$ cat src/include/noc_config.svh
`ifndef NOC_CONFIG_SVH
`define NOC_CONFIG_SVH

// Flit geometry
`define NOC_LANES 4
`define NOC_LANEW 8
`define NOC_DATAW 32

// Network size and sideband widths
`define NOC_NODES 4   // Leaf PEs on the hub
`define NOC_DESTW 3   // Host is node 0, PEs are 1 to 4
`define NOC_TAGW  6

`endif

$ cat src/verilog/noc_pkg.sv
`include "noc_config.svh"

package noc_pkg;

    // Node ids on the star
    typedef logic [`NOC_DESTW-1:0] node_id_t;

    // Index of a hub port, 0 is PE 1
    typedef logic [$clog2(`NOC_NODES)-1:0] port_idx_t;

    // One signed lane word
    typedef logic signed [`NOC_LANEW-1:0] lane_t;

    // Lane 0 sits in the low bits
    typedef logic [`NOC_DATAW-1:0] flit_data_t;

    typedef logic [$clog2(`NOC_LANES)-1:0] lane_idx_t;

    // Request tag, returned with the result
    typedef logic [`NOC_TAGW-1:0] tag_t;

endpackage

$ cat src/verilog/pe_pkg.sv
package pe_pkg;

    // Lane-wise operation carried with each flit
    typedef enum logic [1:0] {
        OP_PASS   = 2'd0,
        OP_RELU   = 2'd1,
        OP_SUM    = 2'd2,  // Wrapped sum into lane 0
        OP_DOUBLE = 2'd3
    } pe_op_e;

    // PE control states
    typedef enum logic [1:0] {
        ST_IDLE = 2'd0,
        ST_RUN  = 2'd1,
        ST_SEND = 2'd2
    } pe_state_e;

endpackage

$ cat src/verilog/lane_counter.sv
`timescale 1ns/1ns
`include "noc_config.svh"

module lane_counter
    import noc_pkg::*;
(
    input  logic      clk,
    input  logic      rst,
    input  logic      start,
    output lane_idx_t lane_idx,
    output logic      busy,
    output logic      last
);

    assign last = busy && (lane_idx == lane_idx_t'(`NOC_LANES - 1));

    always_ff @(posedge clk) begin
        if (rst) begin
            busy     <= 1'b0;
            lane_idx <= '0;
        end else if (start) begin
            busy     <= 1'b1;
            lane_idx <= '0;
        end else if (busy) begin
            busy     <= !last;   // Stops after the final lane
            lane_idx <= lane_idx + 1'b1;
        end
    end

endmodule

$ cat src/verilog/pe_lanes.sv
`timescale 1ns/1ns
`include "noc_config.svh"

module pe_lanes
    import noc_pkg::*;
    import pe_pkg::*;
(
    input  logic       clk,
    input  logic       rst,
    input  logic       load,
    input  flit_data_t data,
    input  pe_op_e     op,
    input  lane_idx_t  lane_idx,
    input  logic       step,
    output flit_data_t result
);

    flit_data_t opnd;
    flit_data_t res;
    lane_t      acc;
    lane_t      cur_lane;
    lane_t      proc_lane;
    lane_t      sum_next;

    assign result = res;

    // Lane selected by the counter
    always_comb begin
        cur_lane = lane_t'(opnd[lane_idx*`NOC_LANEW +: `NOC_LANEW]);
        sum_next = acc + cur_lane;   // Wraps at 8 bits
        case (op)
            OP_PASS:   proc_lane = cur_lane;
            OP_RELU:   proc_lane = cur_lane[`NOC_LANEW-1] ? '0 : cur_lane;
            OP_SUM:    proc_lane = '0;
            OP_DOUBLE: proc_lane = cur_lane << 1;
            default:   proc_lane = cur_lane;
        endcase
    end

    always_ff @(posedge clk) begin
        if (rst) begin
            acc <= '0;
        end else if (load) begin
            acc <= '0;
        end else if (step && op == OP_SUM) begin
            acc <= sum_next;
        end
    end

    always_ff @(posedge clk) begin
        if (load) begin
            opnd <= data;
        end else if (step) begin
            res[lane_idx*`NOC_LANEW +: `NOC_LANEW] <= proc_lane;
            if (op == OP_SUM) begin
                res[`NOC_LANEW-1:0] <= sum_next;   // Running sum lives in lane 0
            end
        end
    end

endmodule

$ cat src/verilog/pe_ctrl.sv
`timescale 1ns/1ns
`include "noc_config.svh"

module pe_ctrl
    import noc_pkg::*;
    import pe_pkg::*;
(
    input  logic       clk,
    input  logic       rst,
    input  logic       in_tvalid,
    output logic       in_tready,
    input  flit_data_t in_tdata,
    input  pe_op_e     in_top,
    input  tag_t       in_ttag,
    output logic       out_tvalid,
    input  logic       out_tready,
    output flit_data_t out_tdata,
    output pe_op_e     out_top,
    output tag_t       out_ttag
);

    pe_state_e state;
    pe_op_e    op_q;
    tag_t      tag_q;
    lane_idx_t lane_idx;
    logic      accept;
    logic      busy;
    logic      last;

    assign in_tready  = (state == ST_IDLE);
    assign accept     = in_tvalid && in_tready;
    assign out_tvalid = (state == ST_SEND);
    assign out_top    = op_q;
    assign out_ttag   = tag_q;

    // -------------------------------------------------------------------------
    // Control FSM
    // -------------------------------------------------------------------------
    always_ff @(posedge clk) begin
        if (rst) begin
            state <= ST_IDLE;
        end else begin
            case (state)
                ST_IDLE: begin
                    if (accept) state <= ST_RUN;
                end
                ST_RUN: begin
                    if (last) state <= ST_SEND;   // One lane per cycle
                end
                ST_SEND: begin
                    if (out_tready) state <= ST_IDLE;
                end
                default: state <= ST_IDLE;
            endcase
        end
    end

    // Sideband held until the hub takes the result
    always_ff @(posedge clk) begin
        if (accept) begin
            op_q  <= in_top;
            tag_q <= in_ttag;
        end
    end

    lane_counter u_cnt (
        .clk      (clk),
        .rst      (rst),
        .start    (accept),
        .lane_idx (lane_idx),
        .busy     (busy),
        .last     (last)
    );

    pe_lanes u_lanes (
        .clk      (clk),
        .rst      (rst),
        .load     (accept),
        .data     (in_tdata),
        .op       (op_q),
        .lane_idx (lane_idx),
        .step     (busy),
        .result   (out_tdata)
    );

endmodule

$ cat src/verilog/hub_router.sv
`timescale 1ns/1ns
`include "noc_config.svh"

module hub_router
    import noc_pkg::*;
    import pe_pkg::*;
(
    input  logic                  clk,
    input  logic                  rst,
    input  logic                  s_tvalid,
    output logic                  s_tready,
    input  flit_data_t            s_tdata,
    input  node_id_t              s_tdest,
    input  pe_op_e                s_top,
    input  tag_t                  s_ttag,
    output logic                  m_tvalid,
    input  logic                  m_tready,
    output flit_data_t            m_tdata,
    output node_id_t              m_tdest,
    output pe_op_e                m_top,
    output tag_t                  m_ttag,
    output logic [`NOC_NODES-1:0] pe_in_tvalid,
    input  logic [`NOC_NODES-1:0] pe_in_tready,
    output flit_data_t            pe_in_tdata [`NOC_NODES],
    output pe_op_e                pe_in_top [`NOC_NODES],
    output tag_t                  pe_in_ttag [`NOC_NODES],
    input  logic [`NOC_NODES-1:0] pe_out_tvalid,
    output logic [`NOC_NODES-1:0] pe_out_tready,
    input  flit_data_t            pe_out_tdata [`NOC_NODES],
    input  pe_op_e                pe_out_top [`NOC_NODES],
    input  tag_t                  pe_out_ttag [`NOC_NODES]
);

    logic       in_full;
    flit_data_t in_data;
    node_id_t   in_dest;
    pe_op_e     in_op;
    tag_t       in_tag;
    logic       dest_ok;
    logic       routed;
    port_idx_t  rr_ptr;
    port_idx_t  gnt_idx;
    logic       gnt_any;
    logic       slot_free;

    // -------------------------------------------------------------------------
    // Request side
    // -------------------------------------------------------------------------
    assign s_tready = !in_full;
    assign dest_ok  = (in_dest != '0) && (in_dest <= node_id_t'(`NOC_NODES));
    assign routed   = |(pe_in_tvalid & pe_in_tready);

    // Payload fans out to every PE, only the target sees valid
    always_comb begin
        for (int i = 0; i < `NOC_NODES; i++) begin
            pe_in_tvalid[i] = in_full && (in_dest == node_id_t'(i + 1));
            pe_in_tdata[i]  = in_data;
            pe_in_top[i]    = in_op;
            pe_in_ttag[i]   = in_tag;
        end
    end

    always_ff @(posedge clk) begin
        if (rst) begin
            in_full <= 1'b0;
        end else if (s_tvalid && s_tready) begin
            in_full <= 1'b1;
        end else if (routed || (in_full && !dest_ok)) begin
            in_full <= 1'b0;   // Delivered or dropped
        end
    end

    always_ff @(posedge clk) begin
        if (s_tvalid && s_tready) begin
            in_data <= s_tdata;
            in_dest <= s_tdest;
            in_op   <= s_top;
            in_tag  <= s_ttag;
        end
    end

    // -------------------------------------------------------------------------
    // Return side, round robin over the PEs
    // -------------------------------------------------------------------------
    assign slot_free = !m_tvalid || m_tready;

    always_comb begin
        port_idx_t idx;
        gnt_any = 1'b0;
        gnt_idx = rr_ptr;
        for (int k = 0; k < `NOC_NODES; k++) begin
            idx = rr_ptr + port_idx_t'(k);   // Wraps around the ring
            if (!gnt_any && pe_out_tvalid[idx]) begin
                gnt_any = 1'b1;
                gnt_idx = idx;
            end
        end
        pe_out_tready          = '0;
        pe_out_tready[gnt_idx] = slot_free && gnt_any;
    end

    always_ff @(posedge clk) begin
        if (rst) begin
            m_tvalid <= 1'b0;
            rr_ptr   <= '0;   // PE 1 first
        end else if (slot_free) begin
            m_tvalid <= gnt_any;
            if (gnt_any) begin
                rr_ptr <= gnt_idx + 1'b1;
            end
        end
    end

    always_ff @(posedge clk) begin
        if (slot_free && gnt_any) begin
            m_tdata <= pe_out_tdata[gnt_idx];
            m_tdest <= node_id_t'(gnt_idx) + node_id_t'(1);   // Source PE id
            m_top   <= pe_out_top[gnt_idx];
            m_ttag  <= pe_out_ttag[gnt_idx];
        end
    end

endmodule

$ cat src/verilog/noc_star_top.sv
`timescale 1ns/1ns
`include "noc_config.svh"

module noc_star_top
    import noc_pkg::*;
    import pe_pkg::*;
(
    input  logic       clk,
    input  logic       rst,
    input  logic       s_tvalid,
    output logic       s_tready,
    input  flit_data_t s_tdata,
    input  node_id_t   s_tdest,
    input  pe_op_e     s_top,
    input  tag_t       s_ttag,
    output logic       m_tvalid,
    input  logic       m_tready,
    output flit_data_t m_tdata,
    output node_id_t   m_tdest,
    output pe_op_e     m_top,
    output tag_t       m_ttag
);

    // Hub to PE links
    logic [`NOC_NODES-1:0] pe_in_tvalid;
    logic [`NOC_NODES-1:0] pe_in_tready;
    flit_data_t            pe_in_tdata [`NOC_NODES];
    pe_op_e                pe_in_top [`NOC_NODES];
    tag_t                  pe_in_ttag [`NOC_NODES];

    // PE to hub links
    logic [`NOC_NODES-1:0] pe_out_tvalid;
    logic [`NOC_NODES-1:0] pe_out_tready;
    flit_data_t            pe_out_tdata [`NOC_NODES];
    pe_op_e                pe_out_top [`NOC_NODES];
    tag_t                  pe_out_ttag [`NOC_NODES];

    hub_router u_hub (
        .clk           (clk),
        .rst           (rst),
        .s_tvalid      (s_tvalid),
        .s_tready      (s_tready),
        .s_tdata       (s_tdata),
        .s_tdest       (s_tdest),
        .s_top         (s_top),
        .s_ttag        (s_ttag),
        .m_tvalid      (m_tvalid),
        .m_tready      (m_tready),
        .m_tdata       (m_tdata),
        .m_tdest       (m_tdest),
        .m_top         (m_top),
        .m_ttag        (m_ttag),
        .pe_in_tvalid  (pe_in_tvalid),
        .pe_in_tready  (pe_in_tready),
        .pe_in_tdata   (pe_in_tdata),
        .pe_in_top     (pe_in_top),
        .pe_in_ttag    (pe_in_ttag),
        .pe_out_tvalid (pe_out_tvalid),
        .pe_out_tready (pe_out_tready),
        .pe_out_tdata  (pe_out_tdata),
        .pe_out_top    (pe_out_top),
        .pe_out_ttag   (pe_out_ttag)
    );

    // Index i serves node id i+1
    for (genvar i = 0; i < `NOC_NODES; i++) begin : g_pe
        pe_ctrl u_pe (
            .clk        (clk),
            .rst        (rst),
            .in_tvalid  (pe_in_tvalid[i]),
            .in_tready  (pe_in_tready[i]),
            .in_tdata   (pe_in_tdata[i]),
            .in_top     (pe_in_top[i]),
            .in_ttag    (pe_in_ttag[i]),
            .out_tvalid (pe_out_tvalid[i]),
            .out_tready (pe_out_tready[i]),
            .out_tdata  (pe_out_tdata[i]),
            .out_top    (pe_out_top[i]),
            .out_ttag   (pe_out_ttag[i])
        );
    end

endmodule

$ cat config.mk
export PLATFORM = sky130hd
export DESIGN_NAME = noc_star_top
export DESIGN_NICKNAME = d
export VERILOG_FILES = /design/src/verilog/noc_pkg.sv /design/src/verilog/pe_pkg.sv /design/src/verilog/lane_counter.sv /design/src/verilog/pe_lanes.sv /design/src/verilog/pe_ctrl.sv /design/src/verilog/hub_router.sv /design/src/verilog/noc_star_top.sv
export VERILOG_INCLUDE_DIRS = /design/src /design/src/include
export SDC_FILE = /design/constraint.sdc
export NUM_CORES = 1
export LEC_CHECK = 0
export ABC_AREA = 1
export BUFFER_PORTS_ARGS = -buffer_cell sky130_fd_sc_hd__buf_2
export CORE_MARGIN = 4
export CORE_UTILIZATION = 60
export CTS_CLUSTER_SIZE = 30
export DETAILED_ROUTE_END_ITERATION = 6
export GPL_TIMING_DRIVEN = 0
export HOLD_SLACK_MARGIN = 0.05
export PLACE_DENSITY_LB_ADDON = 0.2
export SYNTH_ARGS = -nofsm -noshare
export SYNTH_HDL_FRONTEND = slang
export SYNTH_SLANG_ARGS = --single-unit
$ cat constraint.sdc
create_clock -name clk -period 6.4 [get_ports clk]
set_clock_uncertainty 0.1 [all_clocks]
set_input_delay 0.64 -clock clk [delete_from_list [all_inputs] [get_ports clk]]
set_output_delay 0.64 -clock clk [all_outputs]
set_load 0.01 [all_outputs]
Yosys cells after proc, flatten, opt, wreduce, memory -nomap -nowiden
Index checks and enable logic that the tools add are counted.
{"block": "totals", "ff_bits": 430, "input_bits": 47}
{"block": "classes", "n_addsub": 17, "order_cmp": 8, "eq_ne": 40, "n_shift": 12, "n_mux": 68, "bitwise": 7, "n_reduce_logical": 60}
{"operator": "$neg A5 Y34", "count": 4}
{"operator": "$shift A8 B34 Y32 const A", "count": 4}
{"operator": "$shiftx A8 B34 Y32", "count": 4}
{"operator": "$bwmux W32", "count": 4}
{"operator": "$pmux W8 S4", "count": 4}
{"operator": "$shiftx A32 B6 Y8", "count": 4}
{"operator": "$bmux W32 S2", "count": 1}
{"operator": "$mux W32", "count": 2}
{"operator": "$mux W2", "count": 17}
{"operator": "$add A8 B8 Y8", "count": 4}
{"operator": "$eq A2 B2 Y1 const B", "count": 16}
{"operator": "$mux W8", "count": 4}
{"operator": "$mux W7", "count": 4}
{"operator": "$logic_and A1 B1 Y1", "count": 24}
{"operator": "$ne A2 B2 Y1 const B", "count": 12}
{"operator": "$pmux W2 S3", "count": 4}
{"operator": "$mux W1", "count": 19}
{"operator": "$eq A2 B1 Y1 const B", "count": 8}
{"operator": "$logic_not A2 Y1", "count": 8}
{"operator": "$lt A2 B3 Y1 const B", "count": 5}
{"operator": "$add A2 B1 Y2 const B", "count": 6}
{"operator": "$bmux W6 S2", "count": 1}
{"operator": "$mux W6", "count": 2}
{"operator": "$reduce_and A3 Y1", "count": 4}
{"operator": "other kinds (21)", "count": 47}

Longest topological paths before layout
{"block": "depth", "word_depth": 20, "mapped_depth": 17, "mapped_depth_nobuf": 15}

By module
A second synthesis with hierarchy kept.
{"block": "hier_totals", "hier_cells": 2243, "hier_area_um2": 21436.8}
{"module": "pe_lanes (g_pe[0].u_pe.u_lanes ...)", "n_inst": 2, "cells_each": 354, "area_each_um2": 3435.8, "seq_area_each_um2": 2082.0}
{"module": "hub_router", "n_inst": 1, "cells_each": 643, "area_each_um2": 5495.3, "seq_area_each_um2": 2662.6}
{"module": "pe_lanes (g_pe[3].u_pe.u_lanes)", "n_inst": 1, "cells_each": 358, "area_each_um2": 3654.8, "seq_area_each_um2": 2082.0}
{"module": "pe_lanes (g_pe[1].u_pe.u_lanes)", "n_inst": 1, "cells_each": 358, "area_each_um2": 3443.3, "seq_area_each_um2": 2082.0}
{"module": "pe_ctrl", "n_inst": 4, "cells_each": 21, "area_each_um2": 341.6, "seq_area_each_um2": 280.3}
{"module": "lane_counter", "n_inst": 4, "cells_each": 23, "area_each_um2": 151.4, "seq_area_each_um2": 60.1}

Worst setup path before layout
No wires, ideal clock.
{"block": "synth_path", "kind": "register to register", "from": "register u_hub.in_full", "to": "register g_pe[2].u_pe.u_lanes.res[0] (enable)", "setup_time_ns": 0.308, "arrival_ns": 5.480, "required_time_ns": 5.992, "setup_slack_ns": 0.512, "stages_incl_launch_ff": 8, "path_buffers": 0, "period_less_slack_ns": 5.888, "cell_sequence": "dfxtp_1 inv_1 nor2_1 nand2_1 nor4_1 inv_1 nand2_1 a21oi_1"}
{"block": "synth_via", "elab_chain_len": 4}
{"element": "start: declaration", "line": "hub_router.sv:34", "text": "logic in_full;"}
{"element": "start signal: assignment", "line": "hub_router.sv:65", "text": "in_full <= 1'b0;"}
{"element": "start signal: assignment", "line": "hub_router.sv:67", "text": "in_full <= 1'b1;"}
{"element": "start signal: assignment", "line": "hub_router.sv:69", "text": "in_full <= 1'b0;"}
{"element": "$logic_and A1 B1 Y1", "line": "hub_router.sv:56", "text": "pe_in_tvalid[i] = in_full && (in_dest == node_id_t'(i + 1));"}
{"element": "$logic_and A1 B1 Y1", "line": "pe_ctrl.sv:31", "text": "assign accept = in_tvalid && in_tready;"}
{"element": "via g_pe[2].u_pe.accept", "line": "pe_ctrl.sv:26", "text": "logic accept;"}
{"element": "$not A1 Y1 (no source line)"}
{"element": "$reduce_and A2 Y1 (no source line)"}
{"element": "end signal: indexed assignment", "line": "pe_lanes.sv:54", "text": "res[lane_idx*`NOC_LANEW +: `NOC_LANEW] <= proc_lane;"}
{"element": "end signal: indexed assignment", "line": "pe_lanes.sv:56", "text": "res[`NOC_LANEW-1:0] <= sum_next;"}
{"element": "end: declaration", "line": "pe_lanes.sv:19", "text": "flit_data_t res;"}
The timed path passes the listed nets, and every way through them passes these cells.
A chain may end at the register's enable or synchronous reset.

Worst setup path in the final report
{"block": "layout_path", "from": "register g_pe[2].u_pe.u_cnt.lane_idx[0]", "to": "register g_pe[2].u_pe.u_lanes.res[6] (data pin)"}
{"block": "layout_via", "elab_chain_len": 6, "elab_cells_between_ends": 9}
{"element": "start: declaration", "line": "lane_counter.sv:10", "text": "output lane_idx_t lane_idx,"}
{"element": "start signal: assignment", "line": "lane_counter.sv:26", "text": "lane_idx <= lane_idx + 1'b1;"}
{"element": "$shiftx A32 B6 Y8", "line": "pe_lanes.sv:29", "text": "cur_lane = lane_t'(opnd[lane_idx*`NOC_LANEW +: `NOC_LANEW]);"}
{"element": "$mux W7", "line": "pe_lanes.sv:33", "text": "OP_RELU: proc_lane = cur_lane[`NOC_LANEW-1] ? '0 : cur_lane;"}
{"element": "$pmux W8 S4", "line": "pe_lanes.sv:31", "text": "case (op)"}
{"element": "$shiftx A8 B34 Y32", "line": "pe_lanes.sv:54"}
{"element": "$bwmux W32", "line": "pe_lanes.sv:54"}
{"element": "$mux W8 (*)", "line": "pe_lanes.sv:55", "text": "if (op == OP_SUM) begin"}
Mark *: on every way between the ends. The rest lies on a longest branch, timed or not.

==> results.md <==
* Final antenna-violating net count at 0
* Setup crit end kind: flip-flop
* Ant. Diodes at 0
* Min-delay src: s_tdata[5]
* Top cells by count, synth: 572 x nand2_1, 374 x edfxtp_1, 195 x nand3_1, 158 x inv_1, 136 x nor2_1
* Seq pwr share at 46.6%
* Worst hold path type: input port to flip-flop
* Post-CTS setup buffer count at 0
* Sw frac at 29.9%
* Fmax at 0.247 GHz
* YS warnings at 0
* Core Footprint at roughly 0.032 mm²
* Synth area leaders: edfxtp_1 58%, nand2_1 11%, dfxtp_1 5.8%
* Top cell type's share of synthesized area at 57.8%
* Post-Place Setup Slack at 2.50 ns
* Clk sinks at 430
* Number of buffers created by CTS at 43
* Die height at about 190 µm
* R2R cell count at 13
* Worst Hold Endpoint: u_hub.in_data[5]
* Async S/R FF share, synth at 0%
* Hold-critical path depth at 1
* Reg-to-Reg Start: g_pe[2].u_pe.u_cnt.lane_idx[0]
* Status: complete, no violations
* Final RePlAce weighted congestion at 0.947
* Vias in the first global route at 13700
* Clk_lat worst skew at between 0.5 and 0.6 ns
* CTS tree: yes
* Gate power share at 21.5%
* Syn Area/Cell at between 10 and 15 µm²
* Post-CTS Hold Fix Bufs at 0
* Worst-path fanout max at 11
* DRT Pass-1 Iters at 6
* Synth Flop Type: edfxtp_1
* CP startpoint: g_pe[2].u_pe.u_cnt.lane_idx[0]
* Initial antenna violation count at 0
* First-pass GRT wire length at around 77000 µm
* Drt drc at 0
* PD cells at 340 mW/mm²
* Hpwl dp at ~38000 µm
* Clock root buffer: clkbuf_16
* Die area at 0.0353 mm²
* Bufs and invs on worst path at 4
* I/O pin count at 92
* Largest net degree at the start of global routing at 41
* Starting DRT DRC Count at 1600
* Die width at 188 µm
* Number of synthesized flops with an enable pin at 374
* Leak Pwr at 0.00865 µW
* Startpoint Class: flip-flop
* Nets at 2175
* Clock share of power at 32.0%
* CP arrival at about 4.2 ns
* Pins Over Slew Limit at 0
* Gr ovfl total at 0
* Sequential share of the synthesized area at 63.6%
* Syn Inst Count at 1922
* RSZ-0062 raised after global routing: false
* Setup TNS at 0 ns
* Number of buffers added on ports at 91
* Most frequent CP cell: o21ai_0
* Slew of the pin with the lowest slew margin at 0.983 ns
* Total track usage at between 20 and 30%
* Critical Path, Cell by Cell: buf_2, inv_1, clkbuf_1, o21ai_0, o22ai_1, ha_1, inv_1, fa_1, o21ai_0, a21oi_1, o21bai_1, xnor2_1, o21ai_0
* Cell with the most instances after synthesis: nand2_1
* Final WL at 50300 µm
* Worst relative slew slack at 34.3%
* Area growth from synthesis to layout at 12.6%
* Crit path largest cell delay at slightly above 0.6 ns
* Std-Cell Rows at 65
* Worst path slowest cell: o22ai_1
* H-tree lvl count at 2
* Unique cell type count in the Yosys netlist at 39
* Post-CTS resize count at 0
* CTS max path bufs at 3
* Mapped Area at roughly 0.019 mm²
* Reg clk slew, reported paths at about 0.06 ns
* # setup viols final at 0
* Critical Path RT at roughly 6.6 ns
* DR vias/cell at roughly 5.7
* Final Cycle Share at 63.2%
* Post-Syn Nets at just over 2000
* Critical setup path kind: flip-flop to flip-flop
* R2r endpoint: g_pe[2].u_pe.u_lanes.result[6]
* Vias at about 14000
* Peak supply drop at between 0.0002 and 0.0003 V
* Internal power at 5210 µW
* Final Hold Vio Count at 0
* Setup ws final at roughly 2.4 ns
* Routed len/inst at between 20 and 25 µm
* Share of cells above drive strength 1 at roughly 11%
* # Max-Cap Violations at 0
* Layout fillers at around 2400
* Area leader, netlist: edfxtp_1
* Initial core utilization at 61.3%
* CP top delay family: compound AO/OA/AOI/OAI gates
* Reg2Reg Setup Slack at 2.36 ns
* #FFs+latches synth at 430
* P_sw at 2220 µW
* Crit path time final at 4.04 ns
cell type report:
| class | instances | area, µm² | area share (%) |
|---|---|---|---|
| buffer | 70 | 367 | 1.67 |
| clock buffer | 56 | 1200 | 5.47 |
| clock inverter | 23 | 131 | 0.600 |
| inverter | 168 | 633 | 2.89 |
| multi-input combinational | 1254 | 6120 | 27.9 |
| sequential | 430 | 12400 | 56.4 |
| tap | 402 | 503 | 2.30 |
| timing repair buffer | 104 | 593 | 2.71 |
power by group through the flow:
stage | Combinational (µW) | Clock, µW | Sequential (µW)
global placement | 1490 | 0 | 3540
global route | 1760 | 2530 | 3480
finish | 1590 | 2380 | 3460
floorplan | 891 | 0 | 3580
CTS | 1590 | 2390 | 3460
detailed placement | 1570 | 0 | 3520
registers in the layout, summed over array words and instances (netlist names), 24 cells and up:
signal	count
u_hub.in_data	32
g_pe.u_pe.u_lanes.acc	32
g_pe.u_pe.out_ttag	24
u_hub.m_tdata	32
g_pe.u_pe.u_lanes.opnd	128
g_pe.u_pe.u_lanes.result	128
placed cells by master, fill, tap and decap left out, drive strengths merged, types with 2 or more instances in the layout:
cell,netlist,final
nand2,577,577
edfxtp,374,374
nand3,196,196
inv,162,162
buf,48,152
nor2,139,139
a21oi,89,89
o21ai,79,79
clkbuf,22,78
dfxtp,56,56
ha,53,53
nor3,31,31
clkinv,6,27
xor2,20,20
o22ai,18,18
and2,16,16
xnor2,8,8
nand4,7,7
nor4,7,7
fa,4,4
o31ai,3,3
nand3b,2,2
how the worst max path moves through the flow:
stage,to,depth (start not counted)
2_1_floorplan,g_pe[2].u_pe.u_lanes.result[0],7
3_3_place_gp,g_pe[2].u_pe.u_lanes.acc[7],8
3_5_place_dp,g_pe[2].u_pe.u_lanes.result[6],12
4_1_cts,g_pe[2].u_pe.u_lanes.result[6],13
5_1_grt,g_pe[2].u_pe.u_lanes.result[6],13
6_report,g_pe[2].u_pe.u_lanes.result[6],13
kinds of logic after synthesis:
| group | count (synthesis) | synth area share, % |
|---|---|---|
| adder cells (fa/ha/maj) | 57 | 3.82 |
| AO/OA/AOI/OAI | 193 | 5.20 |
| XOR/XNOR | 28 | 1.26 |
| AND/OR/NAND/NOR | 976 | 21.0 |
| flip-flops | 430 | 63.6 |
| buffers and inverters | 238 | 5.14 |
routing by layer:
layer	part of all wire, %	up-vias	GRT usage [%]
met4	3.8	0	9.43
met3	8.8	121	5.10
met2	46	742	44.5
met5	0	-	0
li1	-	6810	-
met1	42	6738	39.9
worst register-to-register path: stages, from the launching register on:
cell and delay [ns]:
dfxtp_1 0.37, buf_2 0.22, inv_1 0.09, clkbuf_1 0.51, o21ai_0 0.16, o22ai_1 0.61, ha_1 0.30, inv_1 0.08
fa_1 0.45, o21ai_0 0.34, a21oi_1 0.12, o21bai_1 0.16, xnor2_1 0.17, o21ai_0 0.10
metrics by stage:
stage               cells  util [%]  cell area (µm²)  total power, µW  hold WS [ns]
finish               2507      69.0            21900             7440         0.184
global route         2507      69.0            21900             7770         0.169
CTS                  2507      69.0            21900             7440         0.167
detailed placement   2428      64.8            20600             5090         0.361
global placement     2415      64.3            20400             5040         0.352
floorplan            1922         -            19400             4470         0.344
(Power assumes the default switching activity.)
